**src/verilog/wb_pkg.sv**
```systemverilog
////////////////////////////////////////
// Shared widths and types for the block write path
// Byte addresses, one full-width beat per AXI write
////////////////////////////////////////

package wb_pkg;

    ////////////////////////////////////////
    // Bus widths
    ////////////////////////////////////////

    localparam int ADDR_W = 32;
    localparam int DATA_W = 64;
    localparam int STRB_W = DATA_W / 8;
    localparam int CNT_W  = 16;

    ////////////////////////////////////////
    // Basic types
    ////////////////////////////////////////

    typedef logic [ADDR_W-1:0] wb_addr_t;
    typedef logic [DATA_W-1:0] wb_data_t;
    typedef logic [STRB_W-1:0] wb_strb_t;
    typedef logic [CNT_W-1:0]  wb_cnt_t;

    // Address step between consecutive beats of a block
    localparam wb_addr_t BEAT_BYTES = 32'd8;

    // One beat as it moves from stage to stage
    typedef struct packed {
        wb_addr_t addr;
        wb_data_t data;
        wb_strb_t strb;
    } wb_beat_t;

    ////////////////////////////////////////
    // Write response
    ////////////////////////////////////////

    typedef logic [1:0] wb_resp_t;

    // SLVERR and DECERR both have bit 1 set
    localparam wb_resp_t RESP_OKAY = 2'b00;

endpackage

```
**src/verilog/wb_addr_gen.sv**
```systemverilog
////////////////////////////////////////
// Start is ignored while busy; count must be nonzero
// One beat of output buffering, one cycle latency
////////////////////////////////////////

`timescale 1ns/1ps

module wb_addr_gen (
    input  logic              clk,
    input  logic              rst,
    input  logic              start,
    input  wb_pkg::wb_addr_t  base,
    input  wb_pkg::wb_cnt_t   count,
    input  logic              data_valid,
    input  wb_pkg::wb_data_t  data,
    input  wb_pkg::wb_strb_t  strb,
    output logic              data_ready,
    output logic              busy,
    output logic              a_valid,
    output wb_pkg::wb_beat_t  a_beat,
    input  logic              a_ready
);

    import wb_pkg::*;

    wb_addr_t next_addr;
    wb_cnt_t  remain;
    logic     take;
    logic     out_free;

    // Output slot is empty or drains this cycle
    assign out_free   = !a_valid || a_ready;
    assign data_ready = busy && (remain != '0) && out_free;
    assign take       = data_valid && data_ready;

    ////////////////////////////////////////
    // Block control
    ////////////////////////////////////////

    always_ff @(posedge clk) begin
        if (rst) begin
            busy      <= 1'b0;
            next_addr <= '0;
            remain    <= '0;
        end else if (!busy) begin
            if (start) begin
                busy      <= 1'b1;
                next_addr <= base;
                remain    <= count;
            end
        end else begin
            if (take) begin
                next_addr <= next_addr + BEAT_BYTES;
                remain    <= remain - 1'b1;
            end
            // Last beat handed to the FIFO
            if (remain == '0 && a_valid && a_ready) begin
                busy <= 1'b0;
            end
        end
    end

    ////////////////////////////////////////
    // Output register
    ////////////////////////////////////////

    always_ff @(posedge clk) begin
        if (rst) begin
            a_valid <= 1'b0;
        end else if (take) begin
            a_valid <= 1'b1;
        end else if (a_ready) begin
            a_valid <= 1'b0;
        end
    end

    // Payload, tagged with the address of this word
    always_ff @(posedge clk) begin
        if (take) begin
            a_beat.addr <= next_addr;
            a_beat.data <= data;
            a_beat.strb <= strb;
        end
    end

endmodule

```
**src/verilog/wb_beat_fifo.sv**
```systemverilog
////////////////////////////////////////
// FIFO_DEPTH must be a power of two
// Two cycles from write to f_valid when empty
////////////////////////////////////////

`timescale 1ns/1ps

module wb_beat_fifo #(
    parameter int FIFO_DEPTH = 16
) (
    input  logic              clk,
    input  logic              rst,
    input  logic              a_valid,
    input  wb_pkg::wb_beat_t  a_beat,
    output logic              a_ready,
    output logic              f_valid,
    output wb_pkg::wb_beat_t  f_beat,
    input  logic              f_ready
);

    import wb_pkg::*;

    localparam int AW = $clog2(FIFO_DEPTH);

    // Extra top bit tells full from empty
    logic [AW:0] wr_ptr;
    logic [AW:0] rd_ptr;

    wb_beat_t mem [FIFO_DEPTH];
    wb_beat_t rd_data;
    logic     rd_valid;

    logic full;
    logic empty;
    logic write;
    logic read;
    logic store_out;

    assign full  = (wr_ptr[AW] != rd_ptr[AW]) &&
                   (wr_ptr[AW-1:0] == rd_ptr[AW-1:0]);
    assign empty = (wr_ptr == rd_ptr);

    assign a_ready = !full;
    assign write   = a_valid && !full;

    // Output register loads when empty or being taken
    assign store_out = f_ready || !f_valid;
    // Refill the read stage whenever it will be empty next cycle
    assign read = !empty && (store_out || !rd_valid);

    ////////////////////////////////////////
    // Write side
    ////////////////////////////////////////

    always_ff @(posedge clk) begin
        if (rst) begin
            wr_ptr <= '0;
        end else if (write) begin
            wr_ptr <= wr_ptr + 1'b1;
        end
    end

    always_ff @(posedge clk) begin
        if (write) begin
            mem[wr_ptr[AW-1:0]] <= a_beat;
        end
    end

    ////////////////////////////////////////
    // Read side
    ////////////////////////////////////////

    always_ff @(posedge clk) begin
        if (rst) begin
            rd_ptr   <= '0;
            rd_valid <= 1'b0;
        end else begin
            if (read) begin
                rd_ptr <= rd_ptr + 1'b1;
            end
            if (store_out || !rd_valid) begin
                rd_valid <= !empty;
            end
        end
    end

    always_ff @(posedge clk) begin
        if (read) begin
            rd_data <= mem[rd_ptr[AW-1:0]];
        end
    end

    // Output stage
    always_ff @(posedge clk) begin
        if (rst) begin
            f_valid <= 1'b0;
        end else if (store_out) begin
            f_valid <= rd_valid;
        end
    end

    always_ff @(posedge clk) begin
        if (store_out) begin
            f_beat <= rd_data;
        end
    end

endmodule

```
**src/verilog/wb_axi_issue.sv**
```systemverilog
////////////////////////////////////////
// One single-beat write in flight on AW/W
// Slave may take AW and W in any order
////////////////////////////////////////

`timescale 1ns/1ps

module wb_axi_issue #(
    parameter int MAX_OUTSTANDING = 4
) (
    input  logic              clk,
    input  logic              rst,
    input  logic              f_valid,
    input  wb_pkg::wb_beat_t  f_beat,
    output logic              f_ready,
    input  logic              credit_ok,
    output logic              launch,
    output wb_pkg::wb_addr_t  m_axi_awaddr,
    output logic              m_axi_awvalid,
    input  logic              m_axi_awready,
    output wb_pkg::wb_data_t  m_axi_wdata,
    output wb_pkg::wb_strb_t  m_axi_wstrb,
    output logic              m_axi_wvalid,
    input  logic              m_axi_wready
);

    import wb_pkg::*;

    if (MAX_OUTSTANDING < 1) begin : g_bad_credit
        $error("wb_axi_issue needs MAX_OUTSTANDING of at least 1");
    end

    wb_beat_t ent;
    logic     aw_pend;
    logic     w_pend;
    logic     aw_done;
    logic     w_done;

    // Channel finished, or finishing on this edge
    assign aw_done = !aw_pend || m_axi_awready;
    assign w_done  = !w_pend || m_axi_wready;

    assign f_ready = aw_done && w_done && credit_ok;
    assign launch  = f_valid && f_ready;

    ////////////////////////////////////////
    // Pending flags, one per channel
    ////////////////////////////////////////

    always_ff @(posedge clk) begin
        if (rst) begin
            aw_pend <= 1'b0;
            w_pend  <= 1'b0;
        end else if (launch) begin
            aw_pend <= 1'b1;
            w_pend  <= 1'b1;
        end else begin
            if (m_axi_awready) begin
                aw_pend <= 1'b0;
            end
            if (m_axi_wready) begin
                w_pend <= 1'b0;
            end
        end
    end

    // Entry stays put until both channels complete
    always_ff @(posedge clk) begin
        if (launch) begin
            ent <= f_beat;
        end
    end

    assign m_axi_awvalid = aw_pend;
    assign m_axi_awaddr  = ent.addr;
    assign m_axi_wvalid  = w_pend;
    assign m_axi_wdata   = ent.data;
    assign m_axi_wstrb   = ent.strb;

endmodule

```
**src/verilog/wb_resp_track.sv**
```systemverilog
////////////////////////////////////////
// B is always accepted; responses arrive in order
// Counters wrap at 2**CNT_W
////////////////////////////////////////

`timescale 1ns/1ps

module wb_resp_track #(
    parameter int MAX_OUTSTANDING = 4
) (
    input  logic              clk,
    input  logic              rst,
    input  logic              launch,
    input  logic              m_axi_bvalid,
    input  wb_pkg::wb_resp_t  m_axi_bresp,
    output logic              m_axi_bready,
    output logic              credit_ok,
    output wb_pkg::wb_cnt_t   resp_count,
    output wb_pkg::wb_cnt_t   err_count
);

    localparam int OW = $clog2(MAX_OUTSTANDING + 1);

    logic [OW-1:0] outstanding;
    logic          b_hs;

    assign b_hs      = m_axi_bvalid && m_axi_bready;
    assign credit_ok = outstanding < OW'(MAX_OUTSTANDING);

    // Ready comes up on the first cycle out of reset
    always_ff @(posedge clk) begin
        if (rst) begin
            m_axi_bready <= 1'b0;
        end else begin
            m_axi_bready <= 1'b1;
        end
    end

    ////////////////////////////////////////
    // Writes in flight
    ////////////////////////////////////////

    always_ff @(posedge clk) begin
        if (rst) begin
            outstanding <= '0;
        end else begin
            case ({launch, b_hs})
                2'b10:   outstanding <= outstanding + 1'b1;
                2'b01:   outstanding <= outstanding - 1'b1;
                default: outstanding <= outstanding;
            endcase
        end
    end

    // Totals, bit 1 of bresp marks an error
    always_ff @(posedge clk) begin
        if (rst) begin
            resp_count <= '0;
            err_count  <= '0;
        end else if (b_hs) begin
            resp_count <= resp_count + 1'b1;
            if (m_axi_bresp[1]) begin
                err_count <= err_count + 1'b1;
            end
        end
    end

endmodule

```
**src/verilog/wb_write_path.sv**
```systemverilog
////////////////////////////////////////
// Fixed AXI fields are tied outside this block
// FIFO_DEPTH must be a power of two
////////////////////////////////////////

`timescale 1ns/1ps

module wb_write_path #(
    parameter int FIFO_DEPTH      = 16,
    parameter int MAX_OUTSTANDING = 4
) (
    input  logic              clk,
    input  logic              rst,
    // Client
    input  logic              start,
    input  wb_pkg::wb_addr_t  base,
    input  wb_pkg::wb_cnt_t   count,
    output logic              busy,
    input  logic              data_valid,
    input  wb_pkg::wb_data_t  data,
    input  wb_pkg::wb_strb_t  strb,
    output logic              data_ready,
    // AXI write channels
    output wb_pkg::wb_addr_t  m_axi_awaddr,
    output logic              m_axi_awvalid,
    input  logic              m_axi_awready,
    output wb_pkg::wb_data_t  m_axi_wdata,
    output wb_pkg::wb_strb_t  m_axi_wstrb,
    output logic              m_axi_wvalid,
    input  logic              m_axi_wready,
    input  wb_pkg::wb_resp_t  m_axi_bresp,
    input  logic              m_axi_bvalid,
    output logic              m_axi_bready,
    // Status
    output wb_pkg::wb_cnt_t   resp_count,
    output wb_pkg::wb_cnt_t   err_count
);

    import wb_pkg::*;

    wb_beat_t a_beat;
    logic     a_valid;
    logic     a_ready;
    wb_beat_t f_beat;
    logic     f_valid;
    logic     f_ready;
    logic     launch;
    logic     credit_ok;

    wb_addr_gen u_addr_gen (
        .clk        (clk),
        .rst        (rst),
        .start      (start),
        .base       (base),
        .count      (count),
        .data_valid (data_valid),
        .data       (data),
        .strb       (strb),
        .data_ready (data_ready),
        .busy       (busy),
        .a_valid    (a_valid),
        .a_beat     (a_beat),
        .a_ready    (a_ready)
    );

    wb_beat_fifo #(
        .FIFO_DEPTH (FIFO_DEPTH)
    ) u_beat_fifo (
        .clk     (clk),
        .rst     (rst),
        .a_valid (a_valid),
        .a_beat  (a_beat),
        .a_ready (a_ready),
        .f_valid (f_valid),
        .f_beat  (f_beat),
        .f_ready (f_ready)
    );

    wb_axi_issue #(
        .MAX_OUTSTANDING (MAX_OUTSTANDING)
    ) u_axi_issue (
        .clk           (clk),
        .rst           (rst),
        .f_valid       (f_valid),
        .f_beat        (f_beat),
        .f_ready       (f_ready),
        .credit_ok     (credit_ok),
        .launch        (launch),
        .m_axi_awaddr  (m_axi_awaddr),
        .m_axi_awvalid (m_axi_awvalid),
        .m_axi_awready (m_axi_awready),
        .m_axi_wdata   (m_axi_wdata),
        .m_axi_wstrb   (m_axi_wstrb),
        .m_axi_wvalid  (m_axi_wvalid),
        .m_axi_wready  (m_axi_wready)
    );

    wb_resp_track #(
        .MAX_OUTSTANDING (MAX_OUTSTANDING)
    ) u_resp_track (
        .clk          (clk),
        .rst          (rst),
        .launch       (launch),
        .m_axi_bvalid (m_axi_bvalid),
        .m_axi_bresp  (m_axi_bresp),
        .m_axi_bready (m_axi_bready),
        .credit_ok    (credit_ok),
        .resp_count   (resp_count),
        .err_count    (err_count)
    );

endmodule

```
**config.mk**
```make
export PLATFORM = sky130hd
export DESIGN_NAME = wb_write_path
export DESIGN_NICKNAME = d
export VERILOG_FILES = /design/src/verilog/wb_pkg.sv /design/src/verilog/wb_addr_gen.sv /design/src/verilog/wb_beat_fifo.sv /design/src/verilog/wb_axi_issue.sv /design/src/verilog/wb_resp_track.sv /design/src/verilog/wb_write_path.sv
export SDC_FILE = /design/constraint.sdc
export NUM_CORES = 2
export LEC_CHECK = 0
export ABC_CLOCK_PERIOD_IN_PS = 8700
export BUFFER_PORTS_ARGS = -buffer_cell sky130_fd_sc_hd__buf_2
export CELL_PAD_IN_SITES_DETAIL_PLACEMENT = 1
export CELL_PAD_IN_SITES_GLOBAL_PLACEMENT = 1
export CORE_ASPECT_RATIO = 1.75
export CORE_UTILIZATION = 50
export DETAILED_ROUTE_END_ITERATION = 7
export HOLD_SLACK_MARGIN = 0.05
export PLACE_DENSITY_LB_ADDON = 0.2
export REMOVE_ABC_BUFFERS = 1
export SYNTH_ARGS = -nofsm -noshare
export SYNTH_HDL_FRONTEND = slang
export SYNTH_SLANG_ARGS = --single-unit
```
**constraint.sdc**
```tcl
create_clock -name clk -period 8.7 [get_ports clk]
set_input_delay 0.87 -clock clk [delete_from_list [all_inputs] [get_ports clk]]
set_output_delay 0.87 -clock clk [all_outputs]
set_load 0.02 [all_outputs]
```
==> Yosys cells after proc, flatten, opt, wreduce, memory -nomap -nowiden <==
Memory sizes are Yosys's and may differ from the RTL's. A register that Yosys moved wholly into a read port is not among the register bits.
Cells that the tools add are included.
{ "totals": {"ram_bits": 1664, "mem_count": 1, "input_bits": 129, "regBits": 412, "out_inout_bits": 141, "wordCells": 91} }
{ "op_classes": {"magnitude_cmp": 1, "mux": 19, "n_eq_ne": 7, "reduce_logical": 32, "addsub": 8} }
{ "mem_list": {"columns": ["name", "words", "word_bits", "read_ports", "rd_clocked_by_memory_dff", "write_ports", "line_no", "text"], "rows": [
  ["u_beat_fifo.mem", 16, 104, 1, 1, 1, "wb_beat_fifo.sv:29", "wb_beat_t mem [FIFO_DEPTH];"]
]} }
{ "op_table": {"columns": ["cell", "count"], "rows": [
  ["32-bit two-way mux", 3],
  ["16-bit two-way mux", 3],
  ["16-bit by 1-bit adder with 16-bit output, second input constant", 2],
  ["32-bit by 4-bit adder with 32-bit output, second input constant", 1],
  ["16-bit logical NOT", 1],
  ["16-bit nonzero test", 1],
  ["16-bit by 1-bit subtractor with 16-bit output, second input constant", 1],
  ["1-bit logical AND", 12],
  ["1-bit two-way mux", 12],
  ["5-bit by 1-bit adder with 5-bit output, second input constant", 2],
  ["2-bit nonzero test", 4],
  ["1-bit logical NOT", 7],
  ["3-bit case mux with 2 select lines", 1],
  ["5-bit == test", 1],
  ["1-bit logical OR", 5],
  ["4-bit == test", 1],
  ["2-bit != test, second input constant", 2],
  ["2-bit AND reduction", 2],
  ["3-bit by 1-bit adder with 3-bit output, second input constant", 1],
  ["3-bit < comparator, second input constant", 1],
  ["3-bit by 1-bit subtractor with 3-bit output, second input constant", 1],
  ["2-bit by 1-bit == test with 1-bit output, second input constant", 1],
  ["2-bit == test, second input constant", 1],
  ["1-bit != test", 1]
]} }

==> Logic depth before layout (Yosys ltp) <==
{ "logic_depth": {"word_depth": 8, "ltp_mapped": 10, "depth_no_buf": 9} }

==> Cells and area by module <==
A second synthesis with hierarchy kept.
{ "hier_totals": {"cells_unflattened": 3581, "hier_area_um2": 80235.7} }
{ "modules_own_cells": {"columns": ["module", "cells_per_inst", "area_each_um2", "instances", "seq_area_each_um2"], "rows": [
  ["wb_beat_fifo", 2771, 69196.4, 1, 56454.1],
  ["wb_addr_gen", 511, 6197.2, 1, 4124.0],
  ["wb_axi_issue", 114, 3210.6, 1, 3163.0],
  ["wb_resp_track", 185, 1631.6, 1, 720.7]
]} }

==> Least setup slack after synthesis <==
No wires, ideal clock.
{ "synth_path": {"kind": "register -> register", "from": "register u_beat_fifo.rd_ptr[3]", "to": "memory u_beat_fifo.mem[3][0] (netlist bit), enable pin", "path_buffers": 1, "t_arrival_ns": 8.334, "stages_incl_launch_ff": 7, "setup_slack_ns": -0.329, "setup_ns": 0.695, "cell_sequence": "dfxtp_1 clkbuf_1 xor2_1 nor4_2 a21boi_2 nand2_1 nor3_1"} }
{ "synth_between": {"elab_chain_len": 6} }
{ "synth_lines": {"columns": ["element", "line_no", "text"], "rows": [
  ["start, declared", "wb_beat_fifo.sv:27", "logic [AW:0] rd_ptr;"],
  ["start signal, assigned", "wb_beat_fifo.sv:79", "rd_ptr <= rd_ptr + 1'b1;"],
  ["4-bit == test", "wb_beat_fifo.sv:40", "(wr_ptr[AW-1:0] == rd_ptr[AW-1:0]);"],
  ["1-bit logical AND", "wb_beat_fifo.sv:39", "assign full = (wr_ptr[AW] != rd_ptr[AW]) &&"],
  ["1-bit logical NOT", "wb_beat_fifo.sv:44", "assign write = a_valid && !full;"],
  ["1-bit logical AND", "wb_beat_fifo.sv:44", null],
  ["1-bit two-way mux", "wb_beat_fifo.sv:64", "if (write) begin"],
  ["1-bit two-way mux (not written as such)", "wb_beat_fifo.sv:65", "mem[wr_ptr[AW-1:0]] <= a_beat;"],
  ["end, declared", "wb_beat_fifo.sv:29", null]
]} }
Every way passes these cells.

==> Worst setup path in the final report <==
{ "layout_path": {"from": "register u_beat_fifo.rd_ptr[1]", "to": "register, netlist name u_beat_fifo.rd_data[36]"} }
{ "layout_between": {"elab_chain_len": 3} }
{ "layout_lines": {"columns": ["element", "line_no", "text"], "rows": [
  ["5-bit == test", "wb_beat_fifo.sv:41", "assign empty = (wr_ptr == rd_ptr);"],
  ["1-bit logical NOT", "wb_beat_fifo.sv:49", "assign read = !empty && (store_out || !rd_valid);"],
  ["1-bit logical AND", "wb_beat_fifo.sv:49", null]
]} }
Parallel ways exist; a longest one is shown, timed or not.
A chain may end at the register's enable or synchronous reset.

==> results.json <==
{
  "fin_crit_sh_pct": 52.2,
  "worst_pin_slew_ps": 1140,
  "hold_class": "in2reg",
  "core_um2": 158000,
  "pre_cts_slack_ps": 4160,
  "postSynthCellCount": 3398,
  "p_leak_uw": 0.0280,
  "cts_tree": "yes",
  "period_needed_ps": 4540,
  "cts_made_buffers": 196,
  "syn_area_um2": 80000,
  "synthFlopType": "edfxtp_1",
  "nets": 3902,
  "port_buffers": 268,
  "ios": 270,
  "status": "completed",
  "timing.reg2reg.worst_path_depth": 5,
  "cts_hold_buf": 0,
  "die_w_um": 304,
  "required_ps": 9240,
  "fp.dieH_um": 531,
  "synth-seq-cells": 2180,
  "r2r-end": "u_beat_fifo.rd_data[36]",
  "cp_max_fo": 60,
  "crit_end": "u_beat_fifo.rd_data[36]",
  "routed_wl_mm": 182,
  "setup_violations": 0,
  "dp_hpwl_mm": 88.7,
  "cts-root-buf": "clkbuf_16",
  "final_max_slew_viol_count": 0,
  "layout-drive-gt1-share_pct": 29.5,
  "fmax_mhz": 220,
  "cp.arrival_ps": 5080,
  "cts_buffer_depth": 4,
  "grt-ovfl-total": 0,
  "reg2reg_slack_ps": 4160,
  "yosysTopAreaCell": "edfxtp_1",
  "grt_max_degree": 110,
  "critPathLaunch": "u_beat_fifo.rd_ptr[1]",
  "clock_latency_ps": 820,
  "drc": 0,
  "die_area_um2": 162000,
  "drt-initial-drc-count": 3118,
  "initial_core_util_pct": 50.5,
  "post_cts_resized": 0,
  "peakVddDrop_mv": 0.276,
  "synth_top_area_share_pct": 78.1,
  "hold_violations": 0,
  "yosysSeqAreaShare_pct": 80.6,
  "setup_tns_ps": 0,
  "drtAntennaViolNets": 0,
  "syn_avg_cell_area_um2": 23.5,
  "max_cap_viol_count": 0,
  "areaGrowthSynthToFinish_pct": 12.8,
  "grt_pass1_wl_mm": 265,
  "worst_slack_ps": 4160,
  "synth_cell_types": 60,
  "cp-end-kind": "register",
  "ys_warn_count": 0,
  "antenna_found_initial": 15,
  "synthMuxAreaShare_pct": 14.7,
  "r2r-start": "u_beat_fifo.rd_ptr[1]",
  "gp_congestion": 0.736,
  "synthAdderAreaFrac_pct": 0.181,
  "post_drt_via_cell_ratio": 6.07,
  "crit_type": "reg2reg",
  "rsz0062_at_grt": "false",
  "start_kind": "register",
  "power_density_nw_per_um2": 261,
  "dr.pass1.iters": 6,
  "max_slew_margin_pct": 24.0,
  "synth_top_family_by_area": "multiplexers",
  "cts.sinks": 2180,
  "track_usage_pct": 22.8,
  "fin_skew_ps": 35.3,
  "yosys.area_share.simple_pct": 1.86,
  "grt_pass1_vias": 39000,
  "synth_compound_area_share_pct": 1.28,
  "ys_top_cells_by_area": "edfxtp_1, mux4_2, dfxtp_1",
  "ys_async_sr_fraction_pct": 0,
  "h-tree-depth": 4,
  "rows": 193,
  "wl_per_cell_um": 30.5,
  "post_cts_buffers": 0,
  "cts.clk_slew.worst_paths_ps": 70,
  "synth-edff-count": 2080,
  "yosys.area_share.xor_xnor_pct": 0.449,
  "vias": 36200
}
==> worst max-delay path: stages, from the launching register on <==
cell and delay, ps:
dfxtp_4 740, buf_4 860, buf_4 770, buf_4 710, mux4_2 430, mux4_2 480
==> cells by family after synthesis <==
family | count (synthesis)
mux | 525
flops | 2180
xor+xnor | 41
buf+inv | 174
compound gates | 162
simple gates | 305
fa+ha+maj | 11
==> synth_stat cells (all sizes together), types with 5 or more instances <==
master,number
a211oi,5
a21oi,62
a31oi,12
and2,5
and3,12
and4,7
buf,73
clkbuf,83
dfxtp,100
edfxtp,2080
ha,10
inv,18
mux4,520
nand2,85
nand3,24
nand4,17
nor2,85
nor2b,14
nor3,26
nor4,8
o21ai,39
o31ai,5
o32ai,8
or3,10
xnor2,8
xor2,33
==> power by group <==
part | total (uW) | switching, uW | internal [uW]
clock network | 8640 | 3730 | 4910
logic | 2310 | 1190 | 1120
registers | 12600 | 367 | 12200
total | 23600 | 5290 | 18300
==> registers in the layout (all words and copies together), names as in the netlist <==
register	count
u_resp_track.outstanding	3
u_beat_fifo.rd_ptr	5
u_addr_gen.remain	16
u_addr_gen.a_valid	1
u_axi_issue.m_axi_awaddr	32
u_beat_fifo.rd_data	104
u_addr_gen.a_beat	104
u_beat_fifo.mem	1664
u_beat_fifo.f_beat	104
u_resp_track.resp_count	16
u_beat_fifo.wr_ptr	5
u_axi_issue.m_axi_wdata	64
u_addr_gen.next_addr	32
u_addr_gen.busy	1
u_resp_track.m_axi_bready	1
u_axi_issue.m_axi_awvalid	1
u_axi_issue.m_axi_wvalid	1
u_resp_track.err_count	16
u_beat_fifo.rd_valid	1
u_beat_fifo.f_valid	1
u_axi_issue.m_axi_wstrb	8
==> layout by cell type (no fill, tap or decap), drive strengths merged, types with 10 or more instances in the layout <==
| cell | netlist | routed |
|---|---|---|
| or3 | 10 | 10 |
| xor2 | 33 | 33 |
| edfxtp | 2080 | 2080 |
| clkinv | 0 | 74 |
| a21oi | 62 | 62 |
| nor2b | 14 | 14 |
| ha | 10 | 10 |
| and3 | 12 | 12 |
| buf | 73 | 322 |
| bufinv | 0 | 24 |
| inv | 18 | 25 |
| o21ai | 39 | 39 |
| clkbuf | 83 | 240 |
| nor3 | 26 | 26 |
| mux4 | 520 | 520 |
| a31oi | 12 | 12 |
| nand2 | 85 | 85 |
| nor2 | 85 | 85 |
| nand4 | 17 | 17 |
| dfxtp | 100 | 100 |
| nand3 | 24 | 24 |
==> per-stage QoR <==
stage / hold WS (ps) / utilization [%] / power (uW) / instance area [um^2] / std cells
finish: 235 / 57.0 / 23600 / 90200 / 5965
global route: 201 / 57.0 / 24300 / 90200 / 5963
CTS: 182 / 57.0 / 23800 / 90200 / 5960
detailed placement: 405 / 53.0 / 15200 / 83900 / 5611
global placement: 401 / 53.0 / 15200 / 83900 / 5611
floorplan: 400 / - / 15400 / 79300 / 3242
==> layout make-up <==
class	count	area (um^2)
fillers	13200	68200
flip-flops and latches	2180	64500
multi-input cells	1044	14900
clock buffers	240	5130
well taps	2047	2560
repair buffers	322	1910
clock inverters	109	1160
inverters	18	77.6
diodes	5	12.5
==> how the worst min path moves through the flow <==
stage / startpoint / to / cells after the start / slack, ps
2_1_floorplan: u_beat_fifo.f_beat[72] / u_axi_issue.m_axi_awaddr[0] / 0 / 400
3_3_place_gp: u_beat_fifo.f_beat[19] / u_axi_issue.m_axi_wdata[11] / 0 / 400
3_5_place_dp: u_beat_fifo.f_beat[9] / u_axi_issue.m_axi_wdata[1] / 0 / 410
4_1_cts: data[62] / u_addr_gen.a_beat[70] / 1 / 180
5_1_grt: data[62] / u_addr_gen.a_beat[70] / 1 / 200
6_report: data[50] / u_addr_gen.a_beat[58] / 1 / 230
==> per-layer routing <==
| metal | track usage, % | vias to the layer above | wire length, um |
|---|---|---|---|
| met2 | 39.2 | 1185 | 94200 |
| met4 | 6.53 | 14 | 4590 |
| li1 | - | 15100 | - |
| met1 | 30.2 | 19600 | 73000 |
| met3 | 3.57 | 289 | 10200 |
| met5 | 0 | - | 90 |
(Power assumes the default switching activity.)
